$ cat config.mk
export PLATFORM = sky130hd
export DESIGN_NAME = char_engine
export DESIGN_NICKNAME = d
export VERILOG_FILES = /design/src/hdl/char_pkg.sv /design/src/hdl/pc_history.sv /design/src/hdl/field_sequencer.sv /design/src/hdl/glyph_rom.sv /design/src/hdl/char_writer.sv /design/src/hdl/char_engine.sv
export SDC_FILE = /design/constraint.sdc
export NUM_CORES = 1
export LEC_CHECK = 0
export BUFFER_PORTS_ARGS = -buffer_cell sky130_fd_sc_hd__buf_2
export CORE_ASPECT_RATIO = 1.1
export CORE_UTILIZATION = 45
export CTS_BUF_LIST = sky130_fd_sc_hd__clkbuf_8
export CTS_CLUSTER_SIZE = 28
export DETAILED_ROUTE_END_ITERATION = 8
export MAX_ROUTING_LAYER = met4
export SYNTH_ARGS = -nofsm -noshare
export SYNTH_HDL_FRONTEND = slang
export SYNTH_HIERARCHICAL = 1
export SYNTH_SLANG_ARGS = --single-unit
$ cat constraint.sdc
create_clock -name clock -period 5.32 [get_ports clock]
set_input_delay 0.532 -clock clock [delete_from_list [all_inputs] [get_ports clock]]
set_output_delay 0.532 -clock clock [all_outputs]
set_load 0.05 [all_outputs]
$ cat src/hdl/char_pkg.sv
// layout constants assume a 640x480 mono frame buffer, one byte per 8 pixels, 10-line text rows
package char_pkg;

	// screen geometry
	localparam integer SCREEN_COLS = 80; // bytes per pixel line
	localparam integer CELL_LINES = 10; // 8 glyph lines plus blank spacing
	localparam integer ROW_PITCH = SCREEN_COLS * CELL_LINES;
	localparam integer GLYPH_LINES = 8;
	localparam integer FB_SIZE = 38400; // 80 x 480
	localparam integer ADDR_W = 16;

	// data widths
	localparam integer DATA_W = 32;
	localparam integer PC_W = 16;
	localparam integer PC_DEPTH = 10;
	localparam integer NUM_REGS = 32;
	localparam integer REG_SEL_W = 5;

	// field placement in character rows and columns
	localparam integer CYC_ROW = 0;
	localparam integer CYC_COL = 0;
	localparam integer PC_ROW0 = 1;
	localparam integer PC_COL = 0;
	localparam integer REG_ROW0 = 0;
	localparam integer REG_COL = 10;

	localparam integer CYC_DIGITS = 4;
	localparam integer PC_DIGITS = 4;
	localparam integer REG_DIGITS = 8;

	typedef logic [ADDR_W-1:0] addr_t;
	typedef logic [3:0] nibble_t;
	typedef logic [7:0] glyph_line_t; // leftmost pixel in msb

endpackage

$ cat src/hdl/pc_history.sv
// history of distinct pc values, entry 0 newest in the low bits; repeats of the newest pc are ignored
`timescale 1ns/1ps

module pc_history (
	input  logic clock,
	input  logic arst_n,
	input  logic [char_pkg::PC_W-1:0] pc,
	input  logic pc_valid,
	output logic [char_pkg::PC_DEPTH*char_pkg::PC_W-1:0] history
);

	localparam integer W = char_pkg::PC_W;
	localparam integer D = char_pkg::PC_DEPTH;

	logic new_pc;

	assign new_pc = pc_valid && (pc != history[W-1:0]); // only a changed pc shifts

	always_ff @(posedge clock or negedge arst_n) begin
		if (!arst_n) begin
			history <= '0;
		end else if (new_pc) begin
			history <= {history[(D-1)*W-1:0], pc}; // oldest entry drops off the top
		end
	end

endmodule

$ cat src/hdl/field_sequencer.sv
// walks cycle, pc and register fields each frame; reg_data must be valid the cycle after reg_sel
`timescale 1ns/1ps

module field_sequencer (
	input  logic clock,
	input  logic arst_n,
	input  logic [char_pkg::PC_W-1:0] cycle_count,
	input  logic [char_pkg::PC_DEPTH*char_pkg::PC_W-1:0] history,
	input  logic [char_pkg::DATA_W-1:0] reg_data,
	input  logic busy,
	output logic [char_pkg::REG_SEL_W-1:0] reg_sel,
	output logic field_start,
	output logic [char_pkg::DATA_W-1:0] field_value,
	output logic [3:0] field_digits,
	output logic [5:0] field_row,
	output logic [6:0] field_col,
	output logic frame_done
);

	typedef enum logic [1:0] {S_LOAD, S_FETCH, S_START, S_WAIT} state_t;
	typedef enum logic [1:0] {F_CYC, F_PC, F_REG} field_t;

	state_t state;
	field_t fld;
	logic [char_pkg::REG_SEL_W-1:0] idx; // entry within the current field kind
	logic [char_pkg::DATA_W-1:0] value_q;

	assign field_start = (state == S_START) && !busy;
	assign field_value = (fld == F_REG) ? reg_data : value_q; // register value lands on start cycle

	always_ff @(posedge clock or negedge arst_n) begin
		if (!arst_n) begin
			state <= S_LOAD;
			fld <= F_CYC;
			idx <= '0;
			reg_sel <= '0;
			frame_done <= 1'b0;
			field_digits <= '0;
			field_row <= '0;
			field_col <= '0;
		end else begin
			frame_done <= 1'b0;
			case (state)
				S_LOAD: begin
					case (fld)
						F_CYC: begin
							field_digits <= 4'(char_pkg::CYC_DIGITS);
							field_row <= 6'(char_pkg::CYC_ROW);
							field_col <= 7'(char_pkg::CYC_COL);
							state <= S_START;
						end
						F_PC: begin
							field_digits <= 4'(char_pkg::PC_DIGITS);
							field_row <= 6'(char_pkg::PC_ROW0 + int'(idx));
							field_col <= 7'(char_pkg::PC_COL);
							state <= S_START;
						end
						default: begin
							reg_sel <= idx;
							field_digits <= 4'(char_pkg::REG_DIGITS);
							field_row <= 6'(char_pkg::REG_ROW0 + int'(idx));
							field_col <= 7'(char_pkg::REG_COL);
							state <= S_FETCH; // one cycle for the register file
						end
					endcase
				end
				S_FETCH: state <= S_START;
				S_START: if (!busy) state <= S_WAIT;
				S_WAIT: begin
					if (!busy) begin // writer finished the field
						state <= S_LOAD;
						case (fld)
							F_CYC: fld <= F_PC;
							F_PC: begin
								if (idx == char_pkg::REG_SEL_W'(char_pkg::PC_DEPTH - 1)) begin
									fld <= F_REG;
									idx <= '0;
								end else begin
									idx <= idx + 1'b1;
								end
							end
							default: begin
								if (idx == char_pkg::REG_SEL_W'(char_pkg::NUM_REGS - 1)) begin
									fld <= F_CYC;
									idx <= '0;
									frame_done <= 1'b1;
								end else begin
									idx <= idx + 1'b1;
								end
							end
						endcase
					end
				end
				default: state <= S_LOAD;
			endcase
		end
	end

	always_ff @(posedge clock) begin
		if (state == S_LOAD) begin
			if (fld == F_CYC) value_q <= char_pkg::DATA_W'(cycle_count);
			else value_q <= char_pkg::DATA_W'(history[idx*char_pkg::PC_W +: char_pkg::PC_W]);
		end
	end

endmodule

$ cat src/hdl/glyph_rom.sv
// hex digit bitmaps only, line 0 at the top; msb is the leftmost pixel
`timescale 1ns/1ps

module glyph_rom (
	input  char_pkg::nibble_t digit,
	input  logic [2:0] line_idx,
	output char_pkg::glyph_line_t glyph_line
);

	logic [63:0] bitmap; // line 0 in the top byte

	always_comb begin
		case (digit)
			4'h0: bitmap = 64'h3C42_4242_4242_423C;
			4'h1: bitmap = 64'h1838_7818_1818_187E;
			4'h2: bitmap = 64'h3C66_660C_1830_607E;
			4'h3: bitmap = 64'h7C06_067C_0606_067C;
			4'h4: bitmap = 64'h0E16_2646_467E_0606;
			4'h5: bitmap = 64'h7E60_6078_0C06_0C78;
			4'h6: bitmap = 64'h3C40_407C_4242_423C;
			4'h7: bitmap = 64'h7E06_0606_0C18_3060;
			4'h8: bitmap = 64'h3C42_423C_4242_423C;
			4'h9: bitmap = 64'h3C46_4646_3E06_0606;
			4'hA: bitmap = 64'h3C42_4242_7E42_4242;
			4'hB: bitmap = 64'h7C42_427C_4642_467C;
			4'hC: bitmap = 64'h3E60_6060_6060_603E;
			4'hD: bitmap = 64'h7C62_6262_6262_627C;
			4'hE: bitmap = 64'h3E60_607E_6060_603E;
			default: bitmap = 64'h7E60_607E_6060_6060; // F
		endcase
		glyph_line = bitmap[(3'd7 - line_idx) * 8 +: 8];
	end

endmodule

$ cat src/hdl/char_writer.sv
// writes one field of 1 to 8 hex digits; a new field_start is accepted only while busy is low
`timescale 1ns/1ps

module char_writer (
	input  logic clock,
	input  logic arst_n,
	input  logic field_start,
	input  logic [char_pkg::DATA_W-1:0] field_value,
	input  logic [3:0] field_digits,
	input  logic [5:0] field_row,
	input  logic [6:0] field_col,
	input  char_pkg::glyph_line_t glyph_line,
	output char_pkg::nibble_t digit,
	output logic [2:0] line_idx,
	output logic busy,
	output logic mem_we,
	output char_pkg::addr_t mem_addr,
	output char_pkg::glyph_line_t mem_data
);

	logic running_q;
	logic [2:0] line_q;
	logic [3:0] digits_left_q; // includes the digit being drawn
	logic [char_pkg::DATA_W-1:0] shift_q; // next digit in the top nibble
	char_pkg::addr_t digit_base_q, line_addr_q;

	logic active;
	logic [5:0] shift_amt;
	logic [char_pkg::DATA_W-1:0] cur_value;
	char_pkg::addr_t start_base, cur_addr;

	always_comb begin
		active = field_start | running_q;
		shift_amt = 6'((char_pkg::DATA_W / 4 - int'(field_digits)) * 4);
		// row base is computed once per field
		start_base = char_pkg::addr_t'(field_row) * char_pkg::addr_t'(char_pkg::ROW_PITCH)
			+ char_pkg::addr_t'(field_col);
		if (field_start) begin // first write comes straight from the inputs
			cur_value = field_value << shift_amt;
			line_idx = 3'd0;
			cur_addr = start_base;
		end else begin
			cur_value = shift_q;
			line_idx = line_q;
			cur_addr = line_addr_q;
		end
		digit = cur_value[char_pkg::DATA_W-1 -: 4];
	end

	assign busy = mem_we; // high until the last write has gone out

	always_ff @(posedge clock or negedge arst_n) begin
		if (!arst_n) begin
			running_q <= 1'b0;
			line_q <= '0;
			digits_left_q <= '0;
			mem_we <= 1'b0;
		end else begin
			mem_we <= active;
			if (field_start) begin
				running_q <= 1'b1;
				line_q <= 3'd1;
				digits_left_q <= field_digits;
			end else if (running_q) begin
				line_q <= line_q + 1'b1; // wraps to 0 after line 7
				if (line_q == 3'd7) begin
					digits_left_q <= digits_left_q - 1'b1;
					if (digits_left_q == 4'd1) running_q <= 1'b0;
				end
			end
		end
	end

	always_ff @(posedge clock) begin
		if (field_start) begin
			shift_q <= cur_value;
			digit_base_q <= start_base;
			line_addr_q <= start_base + char_pkg::addr_t'(char_pkg::SCREEN_COLS);
		end else if (running_q) begin
			if (line_q == 3'd7) begin // step to the next character cell
				shift_q <= shift_q << 4;
				digit_base_q <= digit_base_q + 1'b1;
				line_addr_q <= digit_base_q + 1'b1;
			end else begin
				line_addr_q <= line_addr_q + char_pkg::addr_t'(char_pkg::SCREEN_COLS);
			end
		end
		if (active) begin
			mem_addr <= cur_addr;
			mem_data <= glyph_line;
		end
	end

endmodule

$ cat src/hdl/char_engine.sv
// hex debug screen renderer; frame buffer must accept a write every cycle, mem_addr is valid with mem_we only
`timescale 1ns/1ps

module char_engine (
	input  logic clock,
	input  logic arst_n,
	input  logic [char_pkg::DATA_W-1:0] reg_data,
	input  logic [char_pkg::PC_W-1:0] pc,
	input  logic pc_valid,
	input  logic [char_pkg::PC_W-1:0] cycle_count,
	output logic [char_pkg::REG_SEL_W-1:0] reg_sel,
	output logic mem_we,
	output char_pkg::addr_t mem_addr,
	output char_pkg::glyph_line_t mem_data,
	output logic frame_done
);

	logic [char_pkg::PC_DEPTH*char_pkg::PC_W-1:0] history;
	logic field_start, busy;
	logic [char_pkg::DATA_W-1:0] field_value;
	logic [3:0] field_digits;
	logic [5:0] field_row;
	logic [6:0] field_col;
	char_pkg::nibble_t digit;
	logic [2:0] line_idx;
	char_pkg::glyph_line_t glyph_line;

	pc_history u_history (
		.clock(clock), .arst_n(arst_n), .pc(pc), .pc_valid(pc_valid), .history(history)
	);

	field_sequencer u_seq (
		.clock(clock), .arst_n(arst_n), .cycle_count(cycle_count), .history(history),
		.reg_data(reg_data), .busy(busy), .reg_sel(reg_sel), .field_start(field_start),
		.field_value(field_value), .field_digits(field_digits), .field_row(field_row),
		.field_col(field_col), .frame_done(frame_done)
	);

	char_writer u_writer (
		.clock(clock), .arst_n(arst_n), .field_start(field_start), .field_value(field_value),
		.field_digits(field_digits), .field_row(field_row), .field_col(field_col),
		.glyph_line(glyph_line), .digit(digit), .line_idx(line_idx), .busy(busy),
		.mem_we(mem_we), .mem_addr(mem_addr), .mem_data(mem_data)
	);

	glyph_rom u_rom (
		.digit(digit), .line_idx(line_idx), .glyph_line(glyph_line)
	);

endmodule

==> impl_metrics.toml <==
[status]
status = "finished, final reports clean"

[global_route]
antenna_found_initial = 0
gr-total-overflow = 0
grt_pass1_wl_mm = 60.9
grt_pass1_vias = 11600
grtUsageTotal_pct = 20.2
grt_max_degree = 161

[drt]
post_drt_wl_per_cell_um = 17.9
vias = 11600
ant_nets = 0
initialDrtViolationCount = 659
vias_per_cell = 5.52
drt_wl_total_mm = 37.6
dr.pass1.iters = 5
drcViolationCount = 0

[synth]
synth_cell_types = 83
synthCells = 1497
synth_ff_type = "dfrtp_1"
avgSynthCellArea_um2 = 11.4
synth-async-reset-ratio_pct = 64.9
synth_edf_count = 104
synth-seq-cells = 296
synth_area_um2 = 17100
ys_warn_count = 6
ys_seq_area_share_pct = 46.4

[place]
port_buffers = 97
gp_congestion = 0.879
dp_hpwl_mm = 25.3

[worst_setup_path]
cpPeakStageDelay_ps = 580
crit_family = "compound AO/OA/AOI/OAI gates"
critPathMaxFanout = 24
slowest_stage = "dfrtp_1"
crit_buf_inv = 4
cp-start-kind = "flop"
path_cells = "inv_1 -> nor2_2 -> buf_4 -> buf_4 -> mux2_2 -> mux2i_1 -> nor2_1 -> a21oi_1 -> o21ai_0 -> nand2_1 -> o21ai_2 -> buf_4 -> mux2_2 -> o21ai_1 -> o21a_1 -> a31oi_1 -> o22a_1"
cp.required_ps = 5660
crit_top_cell = "buf_4"
critPathKind = "reg -> reg"
critPathCaptureType = "flop"
cp.arrival_ps = 4280

[finish]
layout.nets = 1676
mostFrequentLayoutCells = "dfrtp_1, mux2i_1, edfxtp_1"
utilization_pct = 50.8
syn2layout_area_growth_pct = 10.7
num-fill-cells = 3404
final_layout_size_suffix_gt1_share_pct = 20.5
n_antenna_cell = 0
layout_commonest_cell = "dfrtp_1"

[sta]
tns_ps = 0
drv_slew = 0
period_share_pct = 74.1
hold_violations = 0
setup_viol = 0
fin_crit_ps = 3940
skew_ps = 28.1
grt_setup_unrepaired = "false"
slew_headroom_pct = 27.8
fmax_mhz = 254
worst_slew_pin_slew_ps = 1080

[floorplanning]
initial_core_util_pct = 45.9
rows = 74
fp.coreArea_um2 = 37200
dieArea_um2 = 38700
ioPinCount = 98
die_x_um = 188
fp.dieH_um = 206

[cts]
cts_buffers = 52
htree_levels = 2
clock-sinks = 296
cts_root_buf = "clkbuf_8"
cts_setup_buffers = 0
cts_tree = "done"
cts_buffer_depth = 3
clk_latency_ps = 610
clk_pin_slew_worst_paths_ps = 60
cts_resized = 0
cts_hold_buf = 0

[run]
drv_cap = 0

[worst_hold_path]
min_path_type = "in -> async"

[power]
p_leak_uw = 0.00771
power.density_nw_per_um2 = 603
vdd_drop_max_mv = 0.290
sequential cells by signal, indices dropped and copies added, names as in the netlist:
name                    count
u_history/history         160
u_writer/shift_q           32
u_seq/value_q              16
u_writer/digit_base_q      16
u_writer/line_addr_q       16
u_writer/mem_addr          16
u_writer/mem_data           8
u_seq/field_row             6
u_seq/idx                   5
u_seq/reg_sel               5
u_writer/digits_left_q      4
u_writer/line_q             3
u_seq/fld                   2
u_seq/state                 2
u_seq/field_col             1
u_seq/field_digits          1
u_seq/frame_done            1
u_writer/busy               1
u_writer/running_q          1
path summary, 6_finish.rpt:
kind,endpoint,slack [ps],from,cells past startpoint
max in group asynchronous,u_seq/field_row[4]$_DFFE_PN0N_,4260,arst_n,2
min in group clock,u_history/history[7]$_DFFE_PN0P_,180,pc[7],2
min,u_history/history[89]$_DFFE_PN0P_,7,arst_n,1
min reg2reg,u_history/history[146]$_DFFE_PN0P_,490,u_history/history[146]$_DFFE_PN0P_,1
max reg2reg,u_writer/mem_data[2]$_DFFE_PP_,1380,u_seq/fld[1]$_DFFE_PN0P_,17
max,u_writer/mem_data[2]$_DFFE_PP_,1380,u_seq/fld[1]$_DFFE_PN0P_,17
synthesized netlist by cell type, types with 8 or more instances:
cell type | n | share of area, %
edfxtp_1 | 104 | 18
and2_1 | 21 | 0.77
nand3_1 | 42 | 1.2
buf_6 | 8 | 0.53
nor3_1 | 9 | 0.26
o21ai_0 | 65 | 1.9
buf_4 | 33 | 1.5
o21a_1 | 16 | 0.70
mux4_2 | 8 | 1.1
buf_2 | 32 | 0.94
a21oi_1 | 54 | 1.6
clkbuf_1 | 33 | 0.73
mux2_1 | 100 | 6.6
o211ai_1 | 25 | 1.1
dfrtp_1 | 192 | 28
nor2_1 | 68 | 1.5
ha_1 | 47 | 3.4
o2bb2ai_1 | 21 | 1.1
mux2_2 | 99 | 6.5
xnor2_1 | 39 | 2.0
nand4_1 | 9 | 0.33
nor2b_1 | 18 | 0.66
mux2i_1 | 110 | 6.4
nand2b_1 | 14 | 0.51
inv_1 | 37 | 0.81
xor2_1 | 24 | 1.2
and3_1 | 11 | 0.40
a31oi_1 | 10 | 0.37
a211oi_1 | 14 | 0.62
nand2_1 | 90 | 2.0
a22oi_1 | 38 | 1.7
per-stage QoR:
stage / hold WS, ps / total power (uW) / area [um2] / cells / setup WS [ps]
2_1_floorplan: 236 / 8080 / 17100 / 1504 / 1810
3_3_place_gp: 469 / 9170 / 17800 / 2000 / 1440
3_5_place_dp: 481 / 9240 / 17800 / 2000 / 1390
4_1_cts: 57.2 / 11500 / 18900 / 2095 / 1370
5_1_grt: 103 / 12200 / 18900 / 2095 / 987
6_report: 6.90 / 11400 / 18900 / 2095 / 1380
report_power, final:
group	internal, uW	switching (uW)	leakage, uW
sequential	3410	582	0.00330
combinational	2150	3060	0.00378
clock	1250	943	0.000634
cell families (layout without fill, tap and decap cells):
group / Yosys count / after routing / share of synthesized area (%)
buf+inv: 154 / 251 / 4.71
xor+xnor: 64 / 64 / 3.36
simple gates: 318 / 318 / 9.41
compound gates: 297 / 297 / 11.7
flops: 296 / 296 / 46.4
mux: 317 / 317 / 20.6
other cells: 2 / 9 / 0.0440
fa+ha+maj: 49 / 49 / 3.68
layout make-up:
type | instances | area, um2 | share of cell area [%]
clock buffers | 65 | 895 | 4.73
clock inverters | 30 | 224 | 1.19
inverters | 40 | 150 | 0.795
multi-input cells | 1054 | 8410 | 44.5
flip-flops and latches | 296 | 7930 | 42.0
well taps | 494 | 618 | 3.27
repair buffers | 116 | 662 | 3.50
routing by layer:
layer  vias up  share of wire, %  global-route usage (%)
met3        77               3.1                    2.58
met5         -                 0                       -
met4         0               3.3                    7.81
li1       5622                 -                       -
met1      5657                43                    24.2
met2       216                50                    34.6
Power figures use the tool's default switching activity.
